--- src/logic/video_timing_pkg.sv ---
// raster timing types shared by the timing generator, the output formatter
// and the top level. one video_sync_s word describes one pixel slot.
// import with a wildcard in the module header where needed.

`default_nettype none

package video_timing_pkg;

	// ------------------------------------------------------------
	// counter width
	// ------------------------------------------------------------
	// wide enough for the largest total count (683 pixels, 523 lines)
	localparam int COORD_W = 10;

	// ------------------------------------------------------------
	// per-slot sync word
	// ------------------------------------------------------------
	// hs and vs are active high at this level
	// active marks the visible window, both axes combined
	typedef struct packed {
		logic hs;
		logic vs;
		logic active;
	} video_sync_s;

endpackage

`default_nettype wire

--- src/logic/video_pixel_pkg.sv ---
// pixel word definitions for the source, buffer and formatter.
// a 12-bit pixel word is read either as rgb 4:4:4 or as 8-bit grey,
// selected by pixel_mode_e. import with a wildcard where needed.

`default_nettype none

package video_pixel_pkg;

	// credit counter width, holds 0..FIFO_DEPTH for depths up to 15
	localparam int CREDIT_W = 4;

	// ------------------------------------------------------------
	// two views of one pixel word
	// ------------------------------------------------------------
	// rgb view, r in the top nibble
	typedef struct packed {
		logic [3:0] r;
		logic [3:0] g;
		logic [3:0] b;
	} pixel_rgb_s;

	// grey view, luma in the low byte
	typedef struct packed {
		logic [3:0] pad;
		logic [7:0] luma;
	} pixel_grey_s;

	typedef union packed {
		pixel_rgb_s  rgb;
		pixel_grey_s grey;
	} pixel_word_u;

	// decode selection
	typedef enum logic {
		MODE_RGB  = 1'b0,
		MODE_GREY = 1'b1
	} pixel_mode_e;

endpackage

`default_nettype wire

--- src/logic/raster_timing.sv ---
// raster timing controller. divides the clock by two into a pixel tick,
// runs the horizontal and vertical counters and registers hs, vs and the
// active window on each tick. a one-clock pull is issued at the start of
// every active pixel slot, so pixel consumption is paced from here only.

`timescale 1ns/1ps
`default_nettype none

module raster_timing
	import video_timing_pkg::*;
#(
	parameter int H_TOTAL        = 683,
	parameter int H_SYNC_START   = 670,
	parameter int H_ACTIVE_START = 120,
	parameter int H_ACTIVE_END   = 670,
	parameter int V_TOTAL        = 523,
	parameter int V_SYNC_START   = 479,
	parameter int V_ACTIVE_START = 31,
	parameter int V_ACTIVE_END   = 479
) (
	input  wire         clk42m,
	input  wire         n_reset,
	output video_sync_s sync,
	output logic        pull
);
	logic               ff_tick;
	logic [COORD_W-1:0] ff_h_cnt;
	logic [COORD_W-1:0] ff_v_cnt;
	logic               ff_hs;
	logic               ff_vs;
	logic               ff_h_active;
	logic               ff_v_active;
	logic               ff_pull;
	logic               h_end;
	logic               v_end;
	logic [COORD_W-1:0] h_next;
	logic [COORD_W-1:0] v_next;
	logic               h_active_next;
	logic               v_active_next;

	// ------------------------------------------------------------
	// clock divider
	// ------------------------------------------------------------
	// first tick lands on the second clock after reset
	always_ff @(posedge clk42m or negedge n_reset) begin
		if (!n_reset) begin
			ff_tick <= 1'b0;
		end
		else begin
			ff_tick <= ~ff_tick;
		end
	end

	// ------------------------------------------------------------
	// next-count compares
	// ------------------------------------------------------------
	assign h_end  = (ff_h_cnt == COORD_W'(H_TOTAL));
	assign v_end  = (ff_v_cnt == COORD_W'(V_TOTAL));
	assign h_next = h_end ? '0 : ff_h_cnt + 1'b1;
	assign v_next = v_end ? '0 : ff_v_cnt + 1'b1;

	// flags follow the count they will sit beside after the tick
	always_comb begin
		h_active_next = ff_h_active;
		if (h_next == COORD_W'(H_ACTIVE_START)) begin
			h_active_next = 1'b1;
		end
		else if (h_next == COORD_W'(H_ACTIVE_END)) begin
			h_active_next = 1'b0;
		end
		v_active_next = ff_v_active;
		// vertical window only moves at the end of a line
		if (h_end) begin
			if (v_next == COORD_W'(V_ACTIVE_START)) begin
				v_active_next = 1'b1;
			end
			else if (v_next == COORD_W'(V_ACTIVE_END)) begin
				v_active_next = 1'b0;
			end
		end
	end

	// ------------------------------------------------------------
	// horizontal counter and hs
	// ------------------------------------------------------------
	always_ff @(posedge clk42m or negedge n_reset) begin
		if (!n_reset) begin
			ff_h_cnt    <= '0;
			ff_hs       <= 1'b0;
			ff_h_active <= 1'b0;
		end
		else if (ff_tick) begin
			ff_h_cnt    <= h_next;
			ff_h_active <= h_active_next;
			// high from H_SYNC_START through H_TOTAL
			if (h_end) begin
				ff_hs <= 1'b0;
			end
			else if (h_next == COORD_W'(H_SYNC_START)) begin
				ff_hs <= 1'b1;
			end
		end
	end

	// ------------------------------------------------------------
	// vertical counter and vs
	// ------------------------------------------------------------
	always_ff @(posedge clk42m or negedge n_reset) begin
		if (!n_reset) begin
			ff_v_cnt    <= '0;
			ff_vs       <= 1'b0;
			ff_v_active <= 1'b0;
		end
		else if (ff_tick && h_end) begin
			ff_v_cnt    <= v_next;
			ff_v_active <= v_active_next;
			if (v_end) begin
				ff_vs <= 1'b0;
			end
			else if (v_next == COORD_W'(V_SYNC_START)) begin
				ff_vs <= 1'b1;
			end
		end
	end

	// ------------------------------------------------------------
	// pixel pull
	// ------------------------------------------------------------
	// one clock wide, first clock of each active slot
	always_ff @(posedge clk42m or negedge n_reset) begin
		if (!n_reset) begin
			ff_pull <= 1'b0;
		end
		else begin
			ff_pull <= ff_tick & h_active_next & v_active_next;
		end
	end

	assign pull = ff_pull;
	assign sync = '{hs: ff_hs, vs: ff_vs, active: ff_h_active & ff_v_active};

endmodule

`default_nettype wire

--- src/logic/pattern_source.sv ---
// test-pattern generator. walks the active area in raster order and pushes
// one pixel per clock into the pixel buffer while it holds a credit.
// starts with FIFO_DEPTH credits, spends one per push and regains one per
// credit_return. rgb mode draws x/y ramps, grey mode a horizontal ramp.

`timescale 1ns/1ps
`default_nettype none

module pattern_source
	import video_timing_pkg::*;
	import video_pixel_pkg::*;
#(
	parameter int H_ACTIVE_START = 120,
	parameter int H_ACTIVE_END   = 670,
	parameter int V_ACTIVE_START = 31,
	parameter int V_ACTIVE_END   = 479,
	parameter int FIFO_DEPTH     = 8
) (
	input  wire         clk42m,
	input  wire         n_reset,
	input  pixel_mode_e mode,
	input  wire         credit_return,
	output logic        push,
	output pixel_word_u push_data
);
	// active area size
	localparam int ACT_W = H_ACTIVE_END - H_ACTIVE_START;
	localparam int ACT_H = V_ACTIVE_END - V_ACTIVE_START;

	logic [CREDIT_W-1:0] ff_credits;
	logic [COORD_W-1:0]  ff_x;
	logic [COORD_W-1:0]  ff_y;
	logic                ff_push;
	logic                can_send;
	pixel_word_u         pixel;

	assign can_send = (ff_credits != '0);

	// ------------------------------------------------------------
	// pixel encode
	// ------------------------------------------------------------
	always_comb begin
		pixel = '0;
		if (mode == MODE_GREY) begin
			pixel.grey.luma = ff_x[7:0];
		end
		else begin
			pixel.rgb.r = ff_x[3:0];
			pixel.rgb.g = ff_x[7:4];
			pixel.rgb.b = ff_y[3:0];
		end
	end

	// ------------------------------------------------------------
	// credits and raster walk
	// ------------------------------------------------------------
	always_ff @(posedge clk42m or negedge n_reset) begin
		if (!n_reset) begin
			ff_credits <= CREDIT_W'(FIFO_DEPTH);
			ff_push    <= 1'b0;
			ff_x       <= '0;
			ff_y       <= '0;
		end
		else begin
			ff_push    <= can_send;
			// spend and return can land on the same clock
			ff_credits <= ff_credits - CREDIT_W'(can_send) + CREDIT_W'(credit_return);
			if (can_send) begin
				if (ff_x == COORD_W'(ACT_W - 1)) begin
					ff_x <= '0;
					// wrap y at the last active line
					if (ff_y == COORD_W'(ACT_H - 1)) begin
						ff_y <= '0;
					end
					else begin
						ff_y <= ff_y + 1'b1;
					end
				end
				else begin
					ff_x <= ff_x + 1'b1;
				end
			end
		end
	end

	// payload follows push, no reset
	always_ff @(posedge clk42m) begin
		if (can_send) begin
			push_data <= pixel;
		end
	end

	assign push = ff_push;

endmodule

`default_nettype wire

--- src/logic/pixel_fifo.sv ---
// small circular pixel buffer between the pattern source and the formatter.
// a pull is answered one clock later on pop_data/pop_valid, which then hold
// until the next pull. each successful pop returns one credit a clock later.
// a pull on an empty buffer drops pop_valid and sets the sticky underrun.

`timescale 1ns/1ps
`default_nettype none

module pixel_fifo
	import video_pixel_pkg::*;
#(
	parameter int FIFO_DEPTH = 8
) (
	input  wire         clk42m,
	input  wire         n_reset,
	input  wire         push,
	input  pixel_word_u push_data,
	input  wire         pull,
	output pixel_word_u pop_data,
	output logic        pop_valid,
	output logic        credit_return,
	output logic        underrun
);
	localparam int PTR_W = (FIFO_DEPTH > 1) ? $clog2(FIFO_DEPTH) : 1;
	localparam int CNT_W = $clog2(FIFO_DEPTH + 1);

	pixel_word_u      mem [FIFO_DEPTH];
	logic [PTR_W-1:0] ff_wr_ptr;
	logic [PTR_W-1:0] ff_rd_ptr;
	logic [CNT_W-1:0] ff_count;
	logic             empty;
	logic             full;
	logic             do_push;
	logic             do_pop;

	assign empty   = (ff_count == '0);
	assign full    = (ff_count == CNT_W'(FIFO_DEPTH));
	assign do_push = push & ~full;
	assign do_pop  = pull & ~empty;

	// ------------------------------------------------------------
	// storage and read port
	// ------------------------------------------------------------
	always_ff @(posedge clk42m) begin
		if (do_push) begin
			mem[ff_wr_ptr] <= push_data;
		end
		if (do_pop) begin
			pop_data <= mem[ff_rd_ptr];
		end
	end

	// ------------------------------------------------------------
	// pointers, fill count, status
	// ------------------------------------------------------------
	always_ff @(posedge clk42m or negedge n_reset) begin
		if (!n_reset) begin
			ff_wr_ptr     <= '0;
			ff_rd_ptr     <= '0;
			ff_count      <= '0;
			pop_valid     <= 1'b0;
			credit_return <= 1'b0;
			underrun      <= 1'b0;
		end
		else begin
			if (do_push) begin
				ff_wr_ptr <= (ff_wr_ptr == PTR_W'(FIFO_DEPTH - 1)) ? '0 : ff_wr_ptr + 1'b1;
			end
			if (do_pop) begin
				ff_rd_ptr <= (ff_rd_ptr == PTR_W'(FIFO_DEPTH - 1)) ? '0 : ff_rd_ptr + 1'b1;
			end
			case ({do_push, do_pop})
				2'b10:   ff_count <= ff_count + 1'b1;
				2'b01:   ff_count <= ff_count - 1'b1;
				default: ff_count <= ff_count;
			endcase
			// valid only changes on a pull, held for the pixel slot
			if (pull) begin
				pop_valid <= ~empty;
			end
			credit_return <= do_pop;
			if (pull && empty) begin
				underrun <= 1'b1;
			end
		end
	end

endmodule

`default_nettype wire

--- src/logic/pixel_format.sv ---
// output formatter. lines sync up with the buffer output by a one-clock
// delay, decodes the pixel word by mode down to 3 bits per channel,
// blanks outside the active window or on a missing pixel, and registers
// colour, hs and vs together. pins trail the sync word by 2 clocks.

`timescale 1ns/1ps
`default_nettype none

module pixel_format
	import video_timing_pkg::*;
	import video_pixel_pkg::*;
(
	input  wire         clk42m,
	input  wire         n_reset,
	input  pixel_mode_e mode,
	input  video_sync_s sync,
	input  pixel_word_u pop_data,
	input  wire         pop_valid,
	output logic [2:0]  video_r,
	output logic [2:0]  video_g,
	output logic [2:0]  video_b,
	output logic        video_hs,
	output logic        video_vs
);
	video_sync_s ff_sync_d1;
	logic [2:0]  r;
	logic [2:0]  g;
	logic [2:0]  b;

	// ------------------------------------------------------------
	// decode and blank
	// ------------------------------------------------------------
	always_comb begin
		if (mode == MODE_GREY) begin
			// same luma on all three guns
			r = pop_data.grey.luma[7:5];
			g = pop_data.grey.luma[7:5];
			b = pop_data.grey.luma[7:5];
		end
		else begin
			r = pop_data.rgb.r[3:1];
			g = pop_data.rgb.g[3:1];
			b = pop_data.rgb.b[3:1];
		end
		if (!ff_sync_d1.active || !pop_valid) begin
			r = 3'd0;
			g = 3'd0;
			b = 3'd0;
		end
	end

	// ------------------------------------------------------------
	// output registers
	// ------------------------------------------------------------
	always_ff @(posedge clk42m or negedge n_reset) begin
		if (!n_reset) begin
			ff_sync_d1 <= '0;
			video_r    <= 3'd0;
			video_g    <= 3'd0;
			video_b    <= 3'd0;
			video_hs   <= 1'b0;
			video_vs   <= 1'b0;
		end
		else begin
			ff_sync_d1 <= sync;
			video_r    <= r;
			video_g    <= g;
			video_b    <= b;
			video_hs   <= ff_sync_d1.hs;
			video_vs   <= ff_sync_d1.vs;
		end
	end

endmodule

`default_nettype wire

--- src/logic/video_out_top.sv ---
// vga output subsystem top level. sets the raster and buffer parameters
// and wires timing, pattern source, pixel buffer and formatter together.
// mode picks rgb or grey decode and is meant to be set during reset.

`timescale 1ns/1ps
`default_nettype none

module video_out_top
	import video_timing_pkg::*;
	import video_pixel_pkg::*;
#(
	parameter int H_TOTAL        = 683,
	parameter int H_SYNC_START   = 670,
	parameter int H_ACTIVE_START = 120,
	parameter int H_ACTIVE_END   = 670,
	parameter int V_TOTAL        = 523,
	parameter int V_SYNC_START   = 479,
	parameter int V_ACTIVE_START = 31,
	parameter int V_ACTIVE_END   = 479,
	parameter int FIFO_DEPTH     = 8
) (
	input  wire         clk42m,
	input  wire         n_reset,
	input  pixel_mode_e mode,
	output wire [2:0]   video_r,
	output wire [2:0]   video_g,
	output wire [2:0]   video_b,
	output wire         video_hs,
	output wire         video_vs,
	output wire         underrun
);
	// timing to buffer and formatter
	video_sync_s sync;
	wire         pull;
	// source to buffer and back
	wire         push;
	pixel_word_u push_data;
	wire         credit_return;
	// buffer to formatter
	pixel_word_u pop_data;
	wire         pop_valid;

	// ------------------------------------------------------------
	// blocks
	// ------------------------------------------------------------
	raster_timing #(
		.H_TOTAL        (H_TOTAL),
		.H_SYNC_START   (H_SYNC_START),
		.H_ACTIVE_START (H_ACTIVE_START),
		.H_ACTIVE_END   (H_ACTIVE_END),
		.V_TOTAL        (V_TOTAL),
		.V_SYNC_START   (V_SYNC_START),
		.V_ACTIVE_START (V_ACTIVE_START),
		.V_ACTIVE_END   (V_ACTIVE_END)
	) u_timing (
		.clk42m  (clk42m),
		.n_reset (n_reset),
		.sync    (sync),
		.pull    (pull)
	);

	pattern_source #(
		.H_ACTIVE_START (H_ACTIVE_START),
		.H_ACTIVE_END   (H_ACTIVE_END),
		.V_ACTIVE_START (V_ACTIVE_START),
		.V_ACTIVE_END   (V_ACTIVE_END),
		.FIFO_DEPTH     (FIFO_DEPTH)
	) u_source (
		.clk42m        (clk42m),
		.n_reset       (n_reset),
		.mode          (mode),
		.credit_return (credit_return),
		.push          (push),
		.push_data     (push_data)
	);

	pixel_fifo #(
		.FIFO_DEPTH (FIFO_DEPTH)
	) u_fifo (
		.clk42m        (clk42m),
		.n_reset       (n_reset),
		.push          (push),
		.push_data     (push_data),
		.pull          (pull),
		.pop_data      (pop_data),
		.pop_valid     (pop_valid),
		.credit_return (credit_return),
		.underrun      (underrun)
	);

	pixel_format u_format (
		.clk42m    (clk42m),
		.n_reset   (n_reset),
		.mode      (mode),
		.sync      (sync),
		.pop_data  (pop_data),
		.pop_valid (pop_valid),
		.video_r   (video_r),
		.video_g   (video_g),
		.video_b   (video_b),
		.video_hs  (video_hs),
		.video_vs  (video_vs)
	);

endmodule

`default_nettype wire

--- config.mk ---
export PLATFORM = sky130hd
export DESIGN_NAME = video_out_top
export DESIGN_NICKNAME = d
export VERILOG_FILES = /design/src/logic/video_timing_pkg.sv /design/src/logic/video_pixel_pkg.sv /design/src/logic/raster_timing.sv /design/src/logic/pattern_source.sv /design/src/logic/pixel_fifo.sv /design/src/logic/pixel_format.sv /design/src/logic/video_out_top.sv
export SDC_FILE = /design/constraint.sdc
export NUM_CORES = 1
export LEC_CHECK = 0
export BUFFER_PORTS_ARGS = -buffer_cell sky130_fd_sc_hd__buf_2
export CORE_UTILIZATION = 35
export CTS_BUF_LIST = sky130_fd_sc_hd__clkbuf_4
export CTS_CLUSTER_DIAMETER = 200
export DETAILED_ROUTE_END_ITERATION = 7
export PLACE_DENSITY = 0.6
export SYNTH_ARGS = -nofsm -noshare
export SYNTH_HDL_FRONTEND = slang
export SYNTH_SLANG_ARGS = --single-unit
--- constraint.sdc ---
create_clock -name clk42m -period 5.4 [get_ports clk42m]
set_input_delay 0.27 -clock clk42m [delete_from_list [all_inputs] [get_ports clk42m]]
set_output_delay 0.27 -clock clk42m [all_outputs]
set_load 0.02 [all_outputs]
==> reports/metrics.cfg <==
[status]
status=complete, no violations

[run]
drv_cap=0

[yosys]
synth_commonest_cells=edfxtp_1, dfrtp_1, nand2_1
syn_nets=549
ys.flop_type=edfxtp_1
syn_area_um2=7360
yosys_warnings=0
synthXorXnorAreaFrac=0.0404
post-synth-top-count-cell=edfxtp_1
synthTopCellsByArea=edfxtp_1, dfrtp_1, mux4_2
yosys.area_share.simple=0.132
synth_compound_area_frac=0.0503
ys_async_sr_fraction=0.464
synth_top_family_by_area=simple AND/OR/NAND/NOR gates
synth_area_leader_cell=edfxtp_1
yosysUniqueCellTypes=60
synth_mux_area_frac=0.0850
ys_ff_latch=168
yosysTopAreaCellShare=0.367
seq_area_frac_synth=0.632
synth_edf_count=90
synth-adder-area-share=0.0377
netlist_instances=525
syn-mean-instance-area_um2=14.0

[floorplanning]
die_area_um2=21600
die-width_um=147
die_h_um=147
initial_core_util=0.360
io_pins=15
core_um2=20400
rows=52

[place]
dp_hpwl_um=8440
place.gp.congestion=0.820
port_buffers=14
dp_cells=789

[clocking]
clk_latency_ps=570
htree_num_levels=4
cts_buffers=17
cts_num_sinks=168
cts_root_buf=clkbuf_4
cts_setup_buffers=0
cts_tree=yes
clk_pin_slew_ps=140
clk_path_buf_depth=2

[final_layout]
final_nets=563
syn2layout_area_growth_pct=8.84
fin_cells=823
drive_above_1_share=0.174

[setup_path]
critical_path_class=reg2reg
path_max_fanout=12
critPathRequiredTime_ps=5860
crit_arrival_ps=3620
start_kind=register
critPathCaptureType=register

[sta]
setup_viol=0
finClkSkew_ps=16.5
fmax_mhz=316
report.final.slew_viol_count=0
finalSetupTns_ps=0
hold_violations=0
period_needed_ps=3170
rsz0062_at_grt=false
post-route-period-util=0.587
max-slew-margin-rel=0.224
tightest_slew_ps=1160

[drt]
drtAntennaViolNets=0
drt-pass1-iter-count=4
via_per_inst=5.03
drt_iter0_drc=327
route.detailed.drc=0
drt_wl_total_um=12900
via_count=4139
wl_per_cell_um=15.7

[pwr]
power_leakage_nw=2.86
vdd_drop_max_mv=0.120
power_density_nw_per_um2=267

[global_routing]
grt_pass1_wl_um=21300
grt_pass1_vias=4197
globalRouteOverflowTotal=0
grt_start_max_net_pins=79
grt_use_total=0.128
antenna_found_initial=1

[min_path]
min_path_type=in2reg

registers in the layout, summed over array words and instances, names as in the netlist, 3 cells and up:
signal and cells:
u_format.video_r 3, u_format.ff_sync_d1 3, u_fifo.ff_rd_ptr 3, u_timing.ff_h_cnt 10, u_fifo.ff_count 4, u_source.ff_x 10, u_format.video_g 3, u_timing.ff_v_cnt 10
u_fifo.pop_data 9, u_source.ff_credits 4, u_format.video_b 3, u_fifo.mem 72, u_source.ff_y 10, u_source.push_data 9, u_fifo.ff_wr_ptr 3
critical path, stage by stage, from the launching register on:
cell and delay, ps:
dfrtp_1 460, o41ai_1 830, inv_1 440, ha_1 370, ha_1 270, a21o_1 170, a21oi_1 170, xnor2_1 140
nor2_1 70, xor2_1 140
per-layer routing:
metal / track usage / wire length (um)
met2: 0.216 / 6470
met3: 0.0326 / 363
met5: 0 / 0
met4: 0.0459 / 154
met1: 0.159 / 5900
placed cells by master, fill, tap and decap left out, types with 18 or more instances in the layout:
cell type  instances
a21oi_1           18
clkbuf_4          18
dfrtp_1           77
edfxtp_1          90
ha_1              19
inv_1             19
mux4_2            18
nand2_1           39
nor2_1            28
o21ai_0           19
xnor2_1           19
kinds of logic (layout without fill, tap and decap cells):
logic type      count (synthesis)  count (layout)
xor+xnor                       34              34
simple gates                  164             164
fa+ha+maj                      21              21
flops                         168             168
buf+inv                        40              67
compound gates                 60              60
other cells                     0               1
mux                            38              38
where the power goes:
group	total (W)	switching [W]	internal, W
clock network	0.000780	0.000451	0.000329
logic	0.0000164	0.0000137	0.00000274
registers	0.00134	0	0.00134
total	0.00214	0.000464	0.00167
area by class of cell:
type	count	area [um2]
Antenna cell	1	2.50
Clock buffer	18	135
Clock inverter	14	170
Fill cell	1911	12400
Inverter	19	71.3
Multi-Input combinational cell	317	2550
Sequential cell	168	4660
Tap cell	270	338
Timing Repair Buffer	16	90.1
timing repair:
item / 4_1_cts / 5_1_grt
hold endpoints to repair: 77 / 0
resized for setup: 0 / 0
hold buffers: 1 / 0
endpoints found under the setup margin: 0 / 0
per-stage QoR:
step | hold slack (ps) | worst slack (ps) | instance area, um2 | utilization | total power (W)
2_1_floorplan | -25.6 | 2620 | 7360 | - | 0.00137
3_3_place_gp | 340 | 2390 | 7690 | 0.377 | 0.00138
3_5_place_dp | 347 | 2270 | 7690 | 0.377 | 0.00138
4_1_cts | 21.0 | 2250 | 8010 | 0.392 | 0.00216
5_1_grt | 39.7 | 1990 | 8010 | 0.392 | 0.00222
6_report | 79.6 | 2230 | 8010 | 0.392 | 0.00214
worst paths after layout:
check | startpoint | to | slack, ps | depth (start not counted)
min reg2reg | u_format.ff_sync_d1[2] | u_format.video_hs | 370 | 0
max in group asynchronous | n_reset | u_source.ff_x[0] | 4370 | 2
max | u_fifo.ff_count[0] | u_fifo.ff_count[3] | 2230 | 9
max reg2reg | u_fifo.ff_count[0] | u_fifo.ff_count[3] | 2230 | 9
min | mode | u_format.video_r[0] | 80 | 3
min in group asynchronous | n_reset | u_timing.ff_h_cnt[2] | 400 | 2
Power figures use the tool's default switching activity.
